===== src/common/sya_pkg.sv =====
// Shared widths, array size and types, imported by every engine module and the testbench
package sya_pkg;

    // Array size
    localparam int NUM_ROW = 4;
    localparam int NUM_COL = 4;

    // Data path widths
    localparam int ACT_WIDTH   = 8;
    localparam int ACC_WIDTH   = 26;
    localparam int ADDR_WIDTH  = 16;
    localparam int CHN_WIDTH   = 10;
    localparam int IDX_WIDTH   = 8;
    localparam int SHIFT_WIDTH = 5;

    // Smallest channel count that keeps consecutive tiles apart in the collector
    localparam int MIN_CHN = 7;

    typedef logic signed [ACT_WIDTH-1:0] act_t;
    typedef logic signed [ACC_WIDTH-1:0] acc_t;
    typedef logic [ADDR_WIDTH-1:0]       addr_t;
    typedef logic [CHN_WIDTH-1:0]        chn_t;
    typedef logic [IDX_WIDTH-1:0]        idx_t;
    typedef logic [SHIFT_WIDTH-1:0]      shift_t;

    // One row vector, one column vector, one result row
    typedef act_t [NUM_ROW-1:0] act_vec_t;
    typedef act_t [NUM_COL-1:0] wgt_vec_t;
    typedef act_t [NUM_COL-1:0] ofm_row_t;

    typedef enum logic [1:0] {
        CTRL_IDLE,
        CTRL_ISSUE,
        CTRL_DRAIN
    } ctrl_state_e;

endpackage


===== src/logic/sya_loop_ctrl.sv =====
// Job controller: takes the configuration, walks the tiles, issues read addresses, ends the job
`timescale 1ns/1ps

module sya_loop_ctrl (
    input  logic            clk,
    input  logic            rst_n,
    input  logic            cfg_vld,
    output logic            cfg_rdy,
    input  sya_pkg::shift_t cfg_shift,
    input  sya_pkg::act_t   cfg_zp,
    input  sya_pkg::chn_t   cfg_chn,
    input  sya_pkg::idx_t   cfg_num_til_ifm,
    input  sya_pkg::idx_t   cfg_num_til_flt,
    input  sya_pkg::addr_t  cfg_act_base,
    input  sya_pkg::addr_t  cfg_wgt_base,
    input  sya_pkg::addr_t  cfg_ofm_base,
    output sya_pkg::addr_t  act_addr,
    output sya_pkg::addr_t  wgt_addr,
    output logic            rd_addr_vld,
    input  logic            act_addr_rdy,
    input  logic            wgt_addr_rdy,
    input  logic            act_dat_vld,
    input  logic            wgt_dat_vld,
    input  logic            adv,
    input  logic            tile_done,
    output logic            rd_dat_rdy,
    output logic            in_vld,
    output logic            in_last,
    output sya_pkg::shift_t shift,
    output sya_pkg::act_t   zp,
    output sya_pkg::addr_t  ofm_base
);
    import sya_pkg::*;

    ctrl_state_e state, state_nxt;

    chn_t  chn_q;
    idx_t  num_ifm_q, num_flt_q;
    addr_t act_base_q, wgt_base_q;

    chn_t  chn_cnt, dat_cnt;
    idx_t  flt_cnt, ifm_cnt;
    addr_t act_off, wgt_off;
    logic [2*IDX_WIDTH-1:0] done_cnt;

    logic cfg_hs, addr_hs, dat_hs;
    logic chn_wrap, flt_wrap, ifm_wrap;

    assign cfg_rdy     = (state == CTRL_IDLE);
    assign cfg_hs      = cfg_vld & cfg_rdy;
    assign rd_addr_vld = (state == CTRL_ISSUE);
    assign addr_hs     = rd_addr_vld & act_addr_rdy & wgt_addr_rdy;

    assign chn_wrap = (chn_cnt == chn_q - 1'b1);
    assign flt_wrap = (flt_cnt == num_flt_q - 1'b1);
    assign ifm_wrap = (ifm_cnt == num_ifm_q - 1'b1);

    assign act_addr = act_base_q + act_off + chn_cnt;
    assign wgt_addr = wgt_base_q + wgt_off + chn_cnt;

    // Data side, the array takes a word only when it advances
    assign rd_dat_rdy = adv;
    assign in_vld     = act_dat_vld & wgt_dat_vld;
    assign in_last    = (dat_cnt == chn_q - 1'b1);
    assign dat_hs     = in_vld & adv;

    // ========================================================================
    // Job FSM
    // ========================================================================
    always_comb begin
        state_nxt = state;
        case (state)
            CTRL_IDLE: begin
                if (cfg_hs) begin
                    state_nxt = CTRL_ISSUE;
                end
            end
            CTRL_ISSUE: begin
                if (addr_hs && chn_wrap && flt_wrap && ifm_wrap) begin
                    state_nxt = CTRL_DRAIN;
                end
            end
            CTRL_DRAIN: begin
                if (done_cnt == num_ifm_q * num_flt_q) begin
                    state_nxt = CTRL_IDLE;
                end
            end
            default: begin
                state_nxt = CTRL_IDLE;
            end
        endcase
    end

    always_ff @(posedge clk or negedge rst_n) begin
        if (!rst_n) begin
            state <= CTRL_IDLE;
        end else begin
            state <= state_nxt;
        end
    end

    // Job settings; the output base steps one tile on every finished tile
    always_ff @(posedge clk) begin
        if (cfg_hs) begin
            shift      <= cfg_shift;
            zp         <= cfg_zp;
            chn_q      <= cfg_chn;
            num_ifm_q  <= cfg_num_til_ifm;
            num_flt_q  <= cfg_num_til_flt;
            act_base_q <= cfg_act_base;
            wgt_base_q <= cfg_wgt_base;
            ofm_base   <= cfg_ofm_base;
        end else if (tile_done) begin
            ofm_base <= ofm_base + addr_t'(NUM_ROW);
        end
    end

    // ========================================================================
    // Address walk: channel inner, filter tile middle, feature tile outer
    // ========================================================================
    always_ff @(posedge clk or negedge rst_n) begin
        if (!rst_n) begin
            chn_cnt <= '0;
            flt_cnt <= '0;
            ifm_cnt <= '0;
            act_off <= '0;
            wgt_off <= '0;
        end else if (cfg_hs) begin
            chn_cnt <= '0;
            flt_cnt <= '0;
            ifm_cnt <= '0;
            act_off <= '0;
            wgt_off <= '0;
        end else if (addr_hs) begin
            if (!chn_wrap) begin
                chn_cnt <= chn_cnt + 1'b1;
            end else begin
                chn_cnt <= '0;
                if (!flt_wrap) begin
                    flt_cnt <= flt_cnt + 1'b1;
                    wgt_off <= wgt_off + chn_q;
                end else begin
                    flt_cnt <= '0;
                    wgt_off <= '0;
                    ifm_cnt <= ifm_cnt + 1'b1;
                    act_off <= act_off + chn_q;
                end
            end
        end
    end

    // Channel position of the incoming data and finished tile count
    always_ff @(posedge clk or negedge rst_n) begin
        if (!rst_n) begin
            dat_cnt  <= '0;
            done_cnt <= '0;
        end else begin
            if (dat_hs) begin
                dat_cnt <= in_last ? '0 : dat_cnt + 1'b1;
            end
            if (cfg_hs) begin
                done_cnt <= '0;
            end else if (tile_done) begin
                done_cnt <= done_cnt + 1'b1;
            end
        end
    end

endmodule


===== config.mk =====
export PLATFORM = sky130hd
export DESIGN_NAME = sya_loop_ctrl
export DESIGN_NICKNAME = d
export VERILOG_FILES = /design/src/common/sya_pkg.sv /design/src/logic/sya_loop_ctrl.sv
export SDC_FILE = /design/constraint.sdc
export NUM_CORES = 1
export LEC_CHECK = 0
export BUFFER_PORTS_ARGS = -buffer_cell sky130_fd_sc_hd__buf_2
export CORE_ASPECT_RATIO = 0.5
export CORE_UTILIZATION = 25
export CTS_CLUSTER_SIZE = 40
export DETAILED_ROUTE_END_ITERATION = 10
export GPL_ROUTABILITY_DRIVEN = 0
export RECOVER_POWER = 50
export SLEW_MARGIN = 20
export SYNTH_ARGS = -nofsm -noshare
export SYNTH_HDL_FRONTEND = slang
export SYNTH_SLANG_ARGS = --single-unit

===== constraint.sdc =====
create_clock -name clk -period 9.1 [get_ports clk]
set_input_delay 2.275 -clock clk [delete_from_list [all_inputs] [get_ports clk]]
set_output_delay 2.275 -clock clk [all_outputs]
set_load 0.05 [all_outputs]

Word-level counts from Yosys, hierarchy flattened
Index checks and enable logic that the tools add are counted.
{"block": "classes", "addsub": 15, "multipliers": 1, "n_div": 0, "order_cmp": 0, "n_eq_ne": 10, "shift": 0, "muxes": 28, "n_bitwise": 5, "reduce_logical": 11}
{"op": "two-way mux 16 bit", "count": 12}
{"op": "adder 16 x 10 -> 16 bit", "count": 4}
{"op": "two-way mux 8 bit", "count": 8}
{"op": "two-way mux 10 bit", "count": 4}
{"op": "adder 16 bit", "count": 2}
{"op": "adder 10 x 1 -> 10 bit (second input constant)", "count": 2}
{"op": "equality test 10 bit", "count": 2}
{"op": "adder 16 x 1 -> 16 bit (second input constant)", "count": 1}
{"op": "adder 16 x 3 -> 16 bit (second input constant)", "count": 1}
{"op": "adder 8 x 1 -> 8 bit (second input constant)", "count": 2}
{"op": "equality test 16 bit", "count": 1}
{"op": "equality test 8 bit", "count": 2}
{"op": "multiplier 8 x 8 -> 16 bit", "count": 1}
{"op": "subtractor 8 x 1 -> 8 bit (second input constant)", "count": 2}
{"op": "subtractor 10 x 1 -> 10 bit (second input constant)", "count": 1}
{"op": "nonzero test 2 bit", "count": 4}
{"op": "two-way mux 2 bit", "count": 3}
{"op": "one-hot mux 2 bit (3 select lines)", "count": 1}
{"op": "AND reduction 3 bit", "count": 2}
{"op": "AND 1 bit", "count": 5}
{"op": "inequality test 2 x 1 -> 1 bit (second input constant)", "count": 2}
{"op": "logical AND 1 bit", "count": 3}
{"op": "equality test 2 x 1 -> 1 bit (second input constant)", "count": 1}
{"op": "equality test 2 bit (second input constant)", "count": 1}
{"op": "other kinds (3)", "count": 3}
{"block": "totals", "regBits": 173, "latch_bits": 0, "ram_bits": 0, "rom_bits": 0, "word_cells": 86, "mem_count": 0}

Logic depth before layout (Yosys ltp)
{"block": "logic_depth", "depth_word": 8, "mapped_depth": 18, "depth_no_buf": 16}

Worst setup path after synthesis
No wires, ideal clock.
{"block": "synth_timing", "kind": "register to output", "start": "register chn_cnt[2]", "end": "output wgt_addr[14]", "t_arrival_ns": 3.244, "required_time_ns": 6.825, "slack_ns": 3.581, "path_stages_with_launch": 10, "path_buffers": 0, "cell_sequence": "dfrtp_1 -> fa_1 -> ha_1 -> a211oi_1 -> o21bai_1 -> a31o_2 -> a211o_1 -> a31o_2 -> a21o_1 -> xor2_1"}
{"block": "synth_via", "elab_chain_len": 1}
{"element": "start: declaration", "line": "sya_loop_ctrl.sv:41", "source": "chn_t chn_cnt, dat_cnt;"}
{"element": "start signal: assignment", "line": "sya_loop_ctrl.sv:136", "source": "chn_cnt <= chn_cnt + 1'b1;"}
{"element": "adder 16 x 10 -> 16 bit", "line": "sya_loop_ctrl.sv:59", "source": "assign wgt_addr = wgt_base_q + wgt_off + chn_cnt;"}
{"element": "end: declaration", "line": "sya_loop_ctrl.sv:18", "source": "output sya_pkg::addr_t wgt_addr,"}
No other way between the ends.

==> impl_metrics.env <==
export IMPL_whs_ns=0.550
export IMPL_avgRoutedWirePerCell_um=15.5
export IMPL_critPathKind="input port to asynchronous set/reset pin"
export IMPL_worstPathMaxFanout=70
export IMPL_worstPathCellList="clkbuf_1, clkbuf_1"
export IMPL_crit_top_cell="clkbuf_1"
export IMPL_yosysSeqAreaShare_pct=35.4
export IMPL_synthMostInstantiatedCell="ha_1"
export IMPL_cts_root_buf="clkbuf_16"
export IMPL_yosys_area_top_type_share_pct=19.4
export IMPL_outcome="finished with violations"
export IMPL_tightest_slew_ns=4.11
export IMPL_cts_buffers=17
export IMPL_wl_um=34400
export IMPL_pin_count=162
export IMPL_cts_htree_levels=4
export IMPL_tns_ns=0
export IMPL_yosys_top_cells_area="edfxtp_1 (19%), dfrtp_1 (16%), ha_1 (9.6%)"
export IMPL_die_y_um=166
export IMPL_slew_violations=123
export IMPL_tritoncts="built"
export IMPL_finalInstanceArea_um2=15500
export IMPL_synth_ff_latch_count=173
export IMPL_synth_ff_type="edfxtp_1"
export IMPL_timing_final_crit_share_pct=70.9
export IMPL_postCtsResizedCells=0
export IMPL_cp_top_family="buffers and inverters"
export IMPL_yosys_top_cells_count="ha_1 (103), nand2_1 (101), inv_1 (95)"
export IMPL_fin_worst_skew_ns=0.0156
export IMPL_overflow=0
export IMPL_io_buffer_count=161
export IMPL_syn_cell_area_um2=13500
export IMPL_initial_utilization_pct=25.6
export IMPL_ys_async_sr_fraction_pct=49.7
export IMPL_cts_setup_buffers=0
export IMPL_syn_inst=1375
export IMPL_cpMaxStageDelayCell="clkbuf_1"
export IMPL_antenna_found_initial=4
export IMPL_final_nets=1758
export IMPL_hold_class="flip-flop to flip-flop"
export IMPL_first_iter_violations=590
export IMPL_rsz0062_at_grt="false"
export IMPL_area_delta_synth_final_pct=15.5
export IMPL_row_count=59
export IMPL_dp_hpwl_um=25500
export IMPL_period_needed_ns=6.45
export IMPL_avgViaCountPerCell=4.80
export IMPL_grt_max_degree=77
export IMPL_maxCapViolations=2
export IMPL_cts_sinks=173
export IMPL_utilization_pct=29.6
export IMPL_postPlaceCellArea_um2=14900
export IMPL_die_area_um2=54800
export IMPL_synth_edf_count=87
export IMPL_cts_reportedPaths_clkPinSlew_ns=0.09
export IMPL_layout_drive_gt1_share_pct=12.5
export IMPL_yosysTopAreaCell="edfxtp_1"
export IMPL_cts_hold_buffers_added=0
export IMPL_n_fill_cell=5523
export IMPL_synth_cell_types=71
export IMPL_critPathLaunchType="input port"
export IMPL_post_place_ws_ns=3.54
export IMPL_p_leak_nw=6.68
export IMPL_critPathRequiredTime_ns=8.72
export IMPL_yosysWarnings=0
export IMPL_dr_pass1_iters=5
export IMPL_hold_viol_final=0
export IMPL_worst_path_buf_inv=2
export IMPL_cp_end_kind="asynchronous set/reset pin"
export IMPL_clock_latency_ns=0.46
export IMPL_slew_headroom_pct=-174
export IMPL_die_w_um=330
export IMPL_ir_drop_v=0.000200
export IMPL_grt_pass1_vias=10600
export IMPL_track_usage_pct=12.8
export IMPL_synth_nets=1634
export IMPL_syn_area_per_cell_um2=9.79
export IMPL_vias=10600
export IMPL_max_freq_mhz=155
export IMPL_max_stage_delay_ns=2.94
export IMPL_antenna_left=0
export IMPL_clockBufferDepth=2
export IMPL_layout_setup_ws_ns=2.65
export IMPL_core_area_um2=52600
export IMPL_violations="max-capacitance violations, max-slew violations"
export IMPL_power_density_nw_per_um2=298
export IMPL_grt_pass1_wl_um=56500
export IMPL_drc=0
export IMPL_finalSetupViolCount=0
export IMPL_critPathArrivalTime_ns=6.07
## cells by family after synthesis
kind of cell / synth area share, %
muxes: 1.52
buffers and inverters: 4.58
adders and majority gates: 18.5
and+or+nand+nor: 17.0
AOI/OAI and AO/OA: 14.5
xor gates and xnor gates: 8.53
DFF: 35.4
## per-stage QoR
step,cells,power [W]
2_1_floorplan,1375,0.00324
3_3_place_gp,2181,0.00383
3_5_place_dp,2181,0.00385
4_1_cts,2213,0.00467
5_1_grt,2214,0.00504
6_report,2216,0.00463
## routing by layer
layer | global-route usage (%) | vias to the layer above | part of all wire [%]
met3 | 2.28 | 34 | 3.0
met1 | 15.6 | 5257 | 43
met2 | 22.8 | 152 | 52
met5 | 0 | - | 0.038
li1 | - | 5195 | -
met4 | 3.71 | 2 | 1.7
## cells in the final DEF, fill, tap and decap left out, types with 7 or more instances in the layout
cell type    n
a211oi_1    12
nor3_1      27
o21a_1      11
o21bai_1     9
inv_1       95
nand2b_1    14
or3_1       17
dfrtp_1     86
nor2_1      73
fa_1        60
and2_1      36
and3_1      39
a2111oi_0    7
ha_1       103
nand2_1    100
mux2i_1     17
clkbuf_1    31
a21oi_1     64
nor2b_1     19
a21o_1      11
nand4_1     16
nand3_1     55
o21ai_0     66
xor2_1      45
clkbuf_16   17
xnor2_1     86
a22o_1      21
a31oi_1     16
buf_2      132
nor4_1      11
edfxtp_1    87
o211ai_1    25
## registers in the layout, summed over array words and instances (netlist names)
| signal | flops |
|---|---|
| chn_q | 10 |
| act_off | 16 |
| shift | 5 |
| wgt_base_q | 16 |
| state | 2 |
| wgt_off | 16 |
| num_ifm_q | 8 |
| chn_cnt | 10 |
| dat_cnt | 10 |
| ofm_base | 16 |
| ifm_cnt | 8 |
| flt_cnt | 8 |
| act_base_q | 16 |
| done_cnt | 16 |
| zp | 8 |
| num_flt_q | 8 |
## path summary, 6_finish.rpt
check                             start      endpoint  slack (ns)  cells after the start
hold reg to reg              wgt_off[0]    wgt_off[0]        0.55                      1
hold / removal               wgt_off[0]    wgt_off[0]        0.55                      1
setup / recovery                  rst_n   wgt_off[11]        2.65                      2
max in group clk             chn_cnt[1]  wgt_addr[15]        3.10                     12
setup reg to reg           num_flt_q[6]      state[1]        4.03                     16
min in group asynchronous         rst_n  done_cnt[15]        1.99                      1
## cell type report
cell class	instances	area [µm²]	share of cell area, %
well taps	701	877	5.64
repair buffers	167	807	5.19
diodes	3	7.51	0.0483
multi-input cells	1044	8080	52.0
clock inverters	15	218	1.40
inverters	96	363	2.33
clock buffers	17	425	2.74
flip-flops and latches	173	4760	30.7
## report_power, final
group / total (W) / switching [W] / internal, W
clock: 0.000797 / 0.000410 / 0.000388
sequential: 0.00116 / 0.000173 / 0.000984
combinational: 0.00267 / 0.00169 / 0.000983
No activity file was read; power rests on OpenSTA's default activity.
