### config.mk
export PLATFORM = sky130hd
export DESIGN_NAME = sya_ofm_collect
export DESIGN_NICKNAME = d
export VERILOG_FILES = /design/src/common/sya_pkg.sv /design/src/logic/sya_ofm_collect.sv
export SDC_FILE = /design/constraint.sdc
export NUM_CORES = 1
export LEC_CHECK = 0
export ABC_AREA = 1
export BUFFER_PORTS_ARGS = -buffer_cell sky130_fd_sc_hd__buf_2
export CAP_MARGIN = 10
export CORE_MARGIN = 4
export CORE_UTILIZATION = 54
export DETAILED_ROUTE_END_ITERATION = 6
export PLACE_DENSITY = 0.83
export SLEW_MARGIN = 5
export SYNTH_ARGS = -nofsm -noshare
export SYNTH_HDL_FRONTEND = slang
export SYNTH_SLANG_ARGS = --single-unit
### constraint.sdc
create_clock -name clk -period 3.3 [get_ports clk]
set_clock_uncertainty 0.1 [all_clocks]
set_input_delay 0.66 -clock clk [delete_from_list [all_inputs] [get_ports clk]]
set_output_delay 0.66 -clock clk [all_outputs]
set_load 0.005 [all_outputs]
### src/common/sya_pkg.sv
// Shared widths, array size and types, imported by every engine module and the testbench
package sya_pkg;

    // Array size
    localparam int NUM_ROW = 4;
    localparam int NUM_COL = 4;

    // Data path widths
    localparam int ACT_WIDTH   = 8;
    localparam int ACC_WIDTH   = 26;
    localparam int ADDR_WIDTH  = 16;
    localparam int CHN_WIDTH   = 10;
    localparam int IDX_WIDTH   = 8;
    localparam int SHIFT_WIDTH = 5;

    // Smallest channel count that keeps consecutive tiles apart in the collector
    localparam int MIN_CHN = 7;

    typedef logic signed [ACT_WIDTH-1:0] act_t;
    typedef logic signed [ACC_WIDTH-1:0] acc_t;
    typedef logic [ADDR_WIDTH-1:0]       addr_t;
    typedef logic [CHN_WIDTH-1:0]        chn_t;
    typedef logic [IDX_WIDTH-1:0]        idx_t;
    typedef logic [SHIFT_WIDTH-1:0]      shift_t;

    // One row vector, one column vector, one result row
    typedef act_t [NUM_ROW-1:0] act_vec_t;
    typedef act_t [NUM_COL-1:0] wgt_vec_t;
    typedef act_t [NUM_COL-1:0] ofm_row_t;

    typedef enum logic [1:0] {
        CTRL_IDLE,
        CTRL_ISSUE,
        CTRL_DRAIN
    } ctrl_state_e;

endpackage

### src/logic/sya_ofm_collect.sv
// Result tile buffer: gathers the skewed cell results, stalls the array, writes rows out
`timescale 1ns/1ps

module sya_ofm_collect (
    input  logic              clk,
    input  logic              rst_n,
    input  sya_pkg::act_t [sya_pkg::NUM_ROW-1:0][sya_pkg::NUM_COL-1:0] res,
    input  logic [sya_pkg::NUM_ROW-1:0][sya_pkg::NUM_COL-1:0]          res_vld,
    input  sya_pkg::addr_t    ofm_base,
    input  logic              ofm_rdy,
    output logic              adv,
    output logic              tile_done,
    output sya_pkg::ofm_row_t ofm_dat,
    output sya_pkg::addr_t    ofm_addr,
    output logic              ofm_vld
);
    import sya_pkg::*;

    act_t [NUM_ROW-1:0][NUM_COL-1:0] tile_q;
    logic [NUM_ROW-1:0][NUM_COL-1:0] held;
    logic [$clog2(NUM_ROW)-1:0]      wr_row;
    logic                            wr_hs;

    // Full tile freezes the array until the last row leaves
    assign ofm_vld   = &held;
    assign adv       = ~ofm_vld;
    assign wr_hs     = ofm_vld & ofm_rdy;
    assign tile_done = wr_hs && (wr_row == NUM_ROW - 1);

    assign ofm_dat  = tile_q[wr_row];
    assign ofm_addr = ofm_base + wr_row;

    always_ff @(posedge clk or negedge rst_n) begin
        if (!rst_n) begin
            held   <= '0;
            wr_row <= '0;
        end else begin
            if (tile_done) begin
                held <= '0;
            end else if (adv) begin
                held <= held | res_vld;
            end
            if (wr_hs) begin
                wr_row <= wr_row + 1'b1;
            end
        end
    end

    always_ff @(posedge clk) begin
        if (adv) begin
            for (int r = 0; r < NUM_ROW; r++) begin
                for (int c = 0; c < NUM_COL; c++) begin
                    if (res_vld[r][c]) begin
                        tile_q[r][c] <= res[r][c];
                    end
                end
            end
        end
    end

endmodule

# After elaboration in Yosys (flattened, before gate mapping)
# Index checks and enable logic that the tools add are counted.
word_totals:
  regBits: 146
  inputBits: 163
  out_inout_bits: 51
  elab_cells: 51
op_classes:
  n_addsub: 2
  n_lt_le_gt_ge: 1
  n_eq_ne: 2
  mux: 4
  bitwise: 3
  n_reduce_logical: 18
ops:
  columns: ["operator", "count"]
  rows:
  - ["$bmux W32 S2", 1]
  - ["$mux W16", 2]
  - ["$mux W32", 1]
  - ["$reduce_and A2 Y1", 16]
  - ["$add A16 B2 Y16", 1]
  - ["$or A16 B16 Y16", 1]
  - ["$reduce_and A16 Y1", 1]
  - ["$lt A2 B3 Y1 const B", 1]
  - ["$add A2 B1 Y2 const B", 1]
  - ["$eq A2 B2 Y1 const B", 1]
  - ["$ne A2 B2 Y1 const B", 1]
  - ["$and A1 B1 Y1", 1]
  - ["$logic_and A1 B1 Y1", 1]
  - ["$not A1 Y1", 1]

# Longest topological paths before layout
# Gate-level depths: netlist of the first run.
depth:
  ltp_word: 4
  depth_mapped: 8

# Least setup slack after synthesis of the first run
# Ideal clock, no wire load.
synth_path:
  path_type: "in2out"
  startpoint: "input port ofm_base[0]"
  endpoint: "output port ofm_addr[12]"
  arrival_time_ns: 1.876
  path_slack_ns: 0.664
  path_stages: 6
  n_path_buf: 0
  cell_sequence: "ha_1 > inv_1 > fa_1 > nor3_1 > nand3_1 > xor2_1"
synth_via:
  elab_chain_len: 1
synth_rtl:
  columns: ["item", "line", "rtl"]
  rows:
  - ["from (decl)", "sya_ofm_collect.sv:9", "input sya_pkg::addr_t ofm_base,"]
  - ["$add A16 B2 Y16", "sya_ofm_collect.sv:31", "assign ofm_addr = ofm_base + wr_row;"]
  - ["to (decl)", "sya_ofm_collect.sv:14", "output sya_pkg::addr_t ofm_addr,"]
# Every way passes these cells.

# Worst setup path after layout of the first run
layout_path:
  startpoint: "register wr_row[0]"
  endpoint: "output port ofm_addr[12]"
layout_via:
  elab_chain_len: 1
layout_rtl:
  columns: ["item", "line", "rtl"]
  rows:
  - ["from (decl)", "sya_ofm_collect.sv:21", "logic [$clog2(NUM_ROW)-1:0] wr_row;"]
  - ["from (signal assigned)", "sya_ofm_collect.sv:44", "wr_row <= wr_row + 1'b1;"]
  - ["$add A16 B2 Y16", "sya_ofm_collect.sv:31", null]
# Every way passes these cells.

==> metrics.yaml, run 1 <==
r2r_cells: 5
ys_seq_elements: 146
syn_avg_cell_area_sq_um: 11.8
area_growth_pct: 29.1
r2r_end: "tile_q[57]"
cts_tree: "yes"
p_switching_uw: 3700
timing.fmax_mhz: 319
slowest_stage: "fa_1"
placed_cell_area_sq_um: 7190
dieHeight_um: 114
worstPathArrival_ns: 2.38
drt_pass1_iterations: 5
rows: 38
syn_nets: 675
cts_buffer_depth: 2
grt_usage: 0.239
slew_headroom: 0.457
gr-usage-met1: 0.285
p_leak_uw: 0.00332
drc: 0
timing.hold.ws_ns: 0.214
finalHoldViolations: 0
vias_per_cell: 5.26
p_clk_frac: 0.192
p_sw_frac: 0.394
p_comb_frac: 0.389
setup_slack_ns: 0.161
ant_nets: 0
final_cell_mix: "buf_2 (213), edfxtp_1 (128), nor2_1 (97)"
cts.sinks: 146
ys_types: 23
synth_compound_area_frac: 0.0890
antenna_found_initial: 2
vias: 4620
reg2reg_slack_ns: 1.41
reg2reg_from: "held[1]"
ios: 214
netlist_area_sq_um: 6020
fill_cells: 776
holdPathEnd: "tile_q[73]"
cts_inserted_buffers: 17
synth_cells: 508
insertion_delay_ns: 0.51
finalPower_uw: 9380
ys_seq_area_frac: 0.714
rsz0062_at_grt: "no"
grt_use_met3: 0.0594
synth-simple-area-share: 0.124
port_buffers: 213
layout_commonest_cell: "buf_2"
grt_first_pass_wirelength_um: 23400
cp.required_ns: 2.54
die_area_sq_um: 12900
critPathTopFamily: "adder cells"
synthXorXnorAreaFrac: 0.0160
synthMuxAreaShare: 0
gp_congestion: 0.901
status: "completed"
path_max_fanout: 4
grtUsageMet2: 0.411
cts_root_buffer: "clkbuf_8"
worst_pin_slew_ns: 0.812
regArea_sq_um: 4300
initial_core_util: 0.553
start_kind: "flop"
hold_depth: 1
crit_buf_inv: 2
path_clk_slew_ns: 0.07
hp-start: "res[73]"
gr-total-overflow: 0
top_usage_layer: "met2"
synth_adder_area_share: 0.00957
period_needed_ns: 3.14
yosysWarningCount: 0
drtIter0Drc: 399
worstSetupEndpointType: "output pin"
dp_slack_ns: 0.390
internal-power_uw: 5680
totalNegativeSetupSlack_ns: 0
routed_wirelength_um: 15400
critical_path_class: "reg2out"
grt_max_degree: 36
setup_viol: 0
slew_violations: 0
core_area_sq_um: 10900
drive_above_1_share: 0.368
synth_top_family_by_area: "simple AND/OR/NAND/NOR gates"
critical_path.max_stage_delay_ns: 0.42
die_x_um: 114
crit_chain: "ha_1 > inv_1 > fa_1 > nor3_1 > nand3_1 > xor2_1 > buf_2"
fin_crit_sh: 0.951
hpwl_um: 11200
wl_per_cell_um: 17.5
drv_cap: 0
htreeDepth: 4
p_seq_frac: 0.419
peakVddDrop_v: 0.000972
grt_pass1_vias: 4766
final_nets: 891
powerDensity_nw_per_um2: 1210
multi_input_area_sq_um: 1430
stdcell_area_sq_um: 7760
hold_class: "in2reg"
[flip-flops by register name, summed over array words and instances (netlist names)]
register and count:
held 16, tile_q 128, wr_row 2
[per-layer routing]
layer  part of all wire  wire length (um)
met4              0.025               390
met3              0.083              1280
met1               0.38              5780
met2               0.52              7940
met5            0.00084                13
[synthesized netlist by cell type]
cell type	n	area [sq um]
o22ai_1	32	200
xor2_1	5	43.8
o21ai_0	65	325
inv_2	1	3.75
nor2_4	1	11.3
inv_1	46	173
buf_1	1	3.75
or2_2	16	100
ha_1	3	37.5
nand3_1	9	45.0
nand3_4	1	17.5
buf_4	3	22.5
nor2_1	97	364
edfxtp_1	128	3840
buf_6	1	11.3
xnor2_1	6	52.6
clkbuf_1	12	45.0
fa_1	1	20.0
buf_2	6	30.0
dfrtp_1	18	450
o21ai_1	2	10.0
nor3_1	2	10.0
nand2_1	52	195
[power groups by stage]
stage          clock network, uW  registers [uW]  logic (uW)
5_1_grt                     1920            4010        4070
4_1_cts                     1830            3930        3710
6_report                    1800            3930        3650
3_3_place_gp                   0            3910        3550
3_5_place_dp                   0            3950        3690
2_1_floorplan                  0            3830        2370
[kinds of logic (layout without fill, tap and decap cells)]
logic type | count (synthesis) | after routing
other | 0 | 2
adders and majority gates | 4 | 4
and+or+nand+nor | 178 | 178
buffers and inverters | 70 | 299
xor gates and xnor gates | 11 | 11
DFF | 146 | 146
AOI/OAI and AO/OA | 99 | 99
[timing repair]
action | CTS | global route
endpoints found under the setup margin | 0 | 0
hold buffers | 1 | 0
resized for setup | 0 | 0
setup buffers | 0 | 0
hold endpoints to repair | 18 | 0
[metrics by stage]
stage / instances / utilization
2_1_floorplan: 508 / -
3_3_place_gp: 844 / 0.660
3_5_place_dp: 844 / 0.660
4_1_cts: 877 / 0.713
5_1_grt: 878 / 0.713
6_report: 879 / 0.713
[layout make-up]
| cell class | instances | area share |
|---|---|---|
| Sequential cell | 146 | 0.553 |
| Multi-Input combinational cell | 292 | 0.184 |
| Timing Repair Buffer | 220 | 0.144 |
| Clock buffer | 17 | 0.0533 |
| Inverter | 47 | 0.0227 |
| Tap cell | 140 | 0.0226 |
| Clock inverter | 15 | 0.0187 |
| Antenna cell | 2 | 0.000645 |
[how the worst max path moves through the flow]
stage | start | end | slack [ns] | cells past startpoint
4_1_cts | wr_row[0] | ofm_addr[8] | 0.15 | 7
2_1_floorplan | ofm_base[0] | ofm_addr[12] | 0.66 | 6
3_3_place_gp | ofm_base[0] | ofm_addr[12] | 0.41 | 8
5_1_grt | wr_row[0] | ofm_addr[8] | 0.01 | 7
6_report | wr_row[0] | ofm_addr[12] | 0.16 | 7
3_5_place_dp | ofm_base[0] | ofm_addr[8] | 0.39 | 8
Power figures use the tool's default switching activity.
==> run 2, diff against run 1 <==
ABC_AREA = not set   (was 1)
ABC_CLOCK_PERIOD_IN_PS = 3300   (was not set)
CORE_UTILIZATION = 53   (was 54)
PLACE_DENSITY = 0.82   (was 0.83)
==> run 2 against run 1 <==
Effect of this change:
- area after synthesis fell by 4.9%
- sequential share of layout area rose by 1.8 points
- sequential power fell by 13%
- first-iteration DRC count fell by 42%
- clock-buffer cell count did not move
- clock power rose by 6%
- utilization rose by 0.92 points
- via count fell by 24%
- power fell by 16%
- non-clock buffer count fell by 3
- critical endpoint is now ofm_addr[10]
- highest routed layer is now met4
==> metrics.yaml, run 2 <==
status: "completed"  # unchanged
slowest_stage: "fa_1"  # unchanged
largest_reg_flops: 128  # unchanged
dieHeight_um: 112  # was 114 um
rsz0062_at_grt: "no"  # unchanged
cts_inserted_buffers: 17  # unchanged
totalNegativeSetupSlack_ns: 0  # unchanged
netlist_area_sq_um: 5720  # was 6020 sq um
ys_seq_elements: 146  # unchanged
diodes: 0  # was 2
yosysWarningCount: 0  # unchanged
synth_edf_count: 128  # unchanged
peakVddDrop_v: 0.000544  # was 0.000972 V
setup_viol: 0  # unchanged
final_cell_mix: "buf_2 (213), edfxtp_1 (128), mux4_2 (32)"  # was buf_2 (213), edfxtp_1 (128), nor2_1 (97)
initial_core_util: 0.549  # was 0.553
synthTopCellsByCount: "edfxtp_1 (128), mux4_2 (32), nor2_1 (23)"  # was edfxtp_1 (128), nor2_1 (97), o21ai_0 (65)
fin_crit_sh: 0.944  # was 0.951
async_reset_ff_frac: 0.123  # unchanged
worstPathArrival_ns: 2.35  # was 2.38 ns
ios: 214  # unchanged
die_x_um: 112  # was 114 um
vias: 3504  # was 4620
drt_pass1_iterations: 4  # was 5
synth_ff_type: "edfxtp_1"  # unchanged
route.met2.wl_um: 6800  # was 7940 um
drc: 0  # unchanged
grt_first_pass_wirelength_um: 20500  # was 23400 um
drive_above_1_share: 0.546  # was 0.368
gr-total-overflow: 0  # unchanged
worst_pin_slew_ns: 0.676  # was 0.812 ns
grt_usage: 0.218  # was 0.239
start_kind: "flop"  # unchanged
final_util: 0.722  # was 0.713
antenna_found_initial: 0  # was 2
htreeDepth: 4  # unchanged
die_area_sq_um: 12500  # was 12900 sq um
worstSetupEndpointType: "output pin"  # unchanged
slew_headroom: 0.549  # was 0.457
synth_area_leader_cell: "edfxtp_1"  # unchanged
period_needed_ns: 3.11  # was 3.14 ns
synth_top_area_share: 0.672  # was 0.639
cts.sinks: 146  # unchanged
rows: 37  # was 38
gp_congestion: 0.854  # was 0.901
area_growth_pct: 31.5  # was 29.1%
critical_path_class: "reg2out"  # unchanged
cp.required_ns: 2.54  # about the same
grt_pass1_vias: 3898  # was 4766
cts_buffer_depth: 2  # unchanged
top_layer: "met4"  # was met5
drv_cap: 0  # unchanged
grt_max_degree: 35  # was 36
met3_wirelength_um: 1130  # was 1280 um
powerDensity_nw_per_um2: 1040  # was 1210 nW/um^2
finalHoldViolations: 0  # unchanged
ant_nets: 0  # unchanged
path_max_fanout: 4  # unchanged
timing.fmax_mhz: 321  # was 319 MHz
syn_nets: 457  # was 675
met1_length_um: 4930  # was 5780 um
drtIter0Drc: 233  # was 399
fill_cells: 704  # was 776
ys_seq_area_frac: 0.750  # was 0.714
hold_class: "in2reg"  # unchanged
core_area_sq_um: 10400  # was 10900 sq um
reg.largest.list: "tile_q x128, held x16, wr_row x2"  # unchanged
path_clk_slew_ns: 0.06  # was 0.07 ns
final_nets: 681  # was 891
cts_root_buffer: "clkbuf_8"  # unchanged
synth_cells: 290  # was 508
wl_per_cell_um: 19.8  # was 17.5 um
crit_chain: "ha_1 > inv_1 > fa_1 > nor3b_4 > nand4_1 > xnor2_1 > buf_2"  # was ha_1 > inv_1 > fa_1 > nor3_1 > nand3_1 > xor2_1 > buf_2
cts_tree: "yes"  # unchanged
layout_commonest_cell: "buf_2"  # unchanged
hpwl_um: 9640  # was 11200 um
port_buffers: 213  # unchanged
insertion_delay_ns: 0.51  # about the same
p_leak_uw: 0.00300  # was 0.00332 uW
vias_per_cell: 5.29  # was 5.26
critical_path.max_stage_delay_ns: 0.48  # was 0.42 ns
ys_types: 28  # was 23
reg2reg_slack_ns: 1.18  # was 1.41 ns
syn_avg_cell_area_sq_um: 19.7  # was 11.8 sq um
yosysMostFrequentCell: "edfxtp_1"  # unchanged
regMostFlops: "tile_q"  # unchanged
synth_area_leaders: "edfxtp_1 (67%), mux4_2 (13%), dfrtp_1 (7.9%)"  # was edfxtp_1 (64%), dfrtp_1 (7.5%), nor2_1 (6.1%)
slew_violations: 0  # unchanged
routed_wirelength_um: 13100  # was 15400 um
run 2: changes by cell type after synthesis, moves of 16 or more:
cell and change:
nand2_1 -48, and2_1 +16, or2_2 -16, inv_1 -42, mux4_2 +32, nor2_1 -74
o21ai_0 -65, o22ai_1 -32
run 2: final cells by class:
type | count | area, sq um | area share
repair buffers | 217 | 1100 | 0.146
flip-flops and latches | 146 | 4300 | 0.571
clock inverters | 15 | 183 | 0.0243
well taps | 136 | 170 | 0.0226
multi-input cells | 127 | 1340 | 0.179
clock buffers | 17 | 414 | 0.0550
inverters | 5 | 18.8 | 0.00249
run 2: repair_timing:
item | CTS | global route
hold buffers | 1 | 0
endpoints found under the setup margin | 2 | 1
gates resized for setup | 1 | 1
endpoints found under the hold margin | 18 | 0
setup buffers | 0 | 0
run 2: cells by family (layout without fill, tap and decap cells):
group / after synthesis / in the layout / share of synthesized area
AND/OR/NAND/NOR: 64 / 64 / 0.0623
flip-flops: 146 / 146 / 0.750
AO/OA/AOI/OAI: 11 / 11 / 0.00962
adder cells (fa/ha/maj): 4 / 4 / 0.0101
buffers and inverters: 17 / 254 / 0.0166
multiplexers: 33 / 33 / 0.128
XOR/XNOR: 15 / 15 / 0.0230
run 2: critical path: cells and delay by family, from the launching register on:
family	cells	cell delay, ns
adders and majority gates	2	0.64
buffers and inverters	2	0.20
xor gates and xnor gates	1	0.17
DFF	1	0.36
and+or+nand+nor	2	0.47
run 2: power by group:
| group | leakage [uW] | internal [uW] | switching (uW) |
|---|---|---|---|
| Sequential | 0.00139 | 3160 | 259 |
| Clock | 0.000288 | 1160 | 746 |
| Combinational | 0.00132 | 1180 | 1330 |
run 2: per-layer routing:
metal,GRT usage,vias up
met5,0,-
met4,0.0843,0
met3,0.0603,21
met2,0.362,177
met1,0.276,1714
li1,-,1592
run 2: final timing paths:
check | cells after the start | startpoint | endpoint
max in group asynchronous | 2 | rst_n | wr_row[0]
setup / recovery | 7 | wr_row[0] | ofm_addr[10]
min in group asynchronous | 2 | rst_n | wr_row[1]
setup reg to reg | 4 | wr_row[0] | held[7]
hold reg to reg | 2 | held[4] | held[4]
hold / removal | 1 | res[87] | tile_q[87]
run 2: metrics by stage:
step	area (sq um)	setup slack, ns	total power (uW)	std cells	hold slack [ns]
4_1_cts	7520	0.129	7940	663	0.193
3_5_place_dp	6910	0.143	6010	630	0.388
6_report	7520	0.185	7830	663	0.220
2_1_floorplan	5720	0.379	4950	290	0.264
5_1_grt	7520	0.00699	8290	663	0.192
3_3_place_gp	6910	0.294	5870	630	0.374
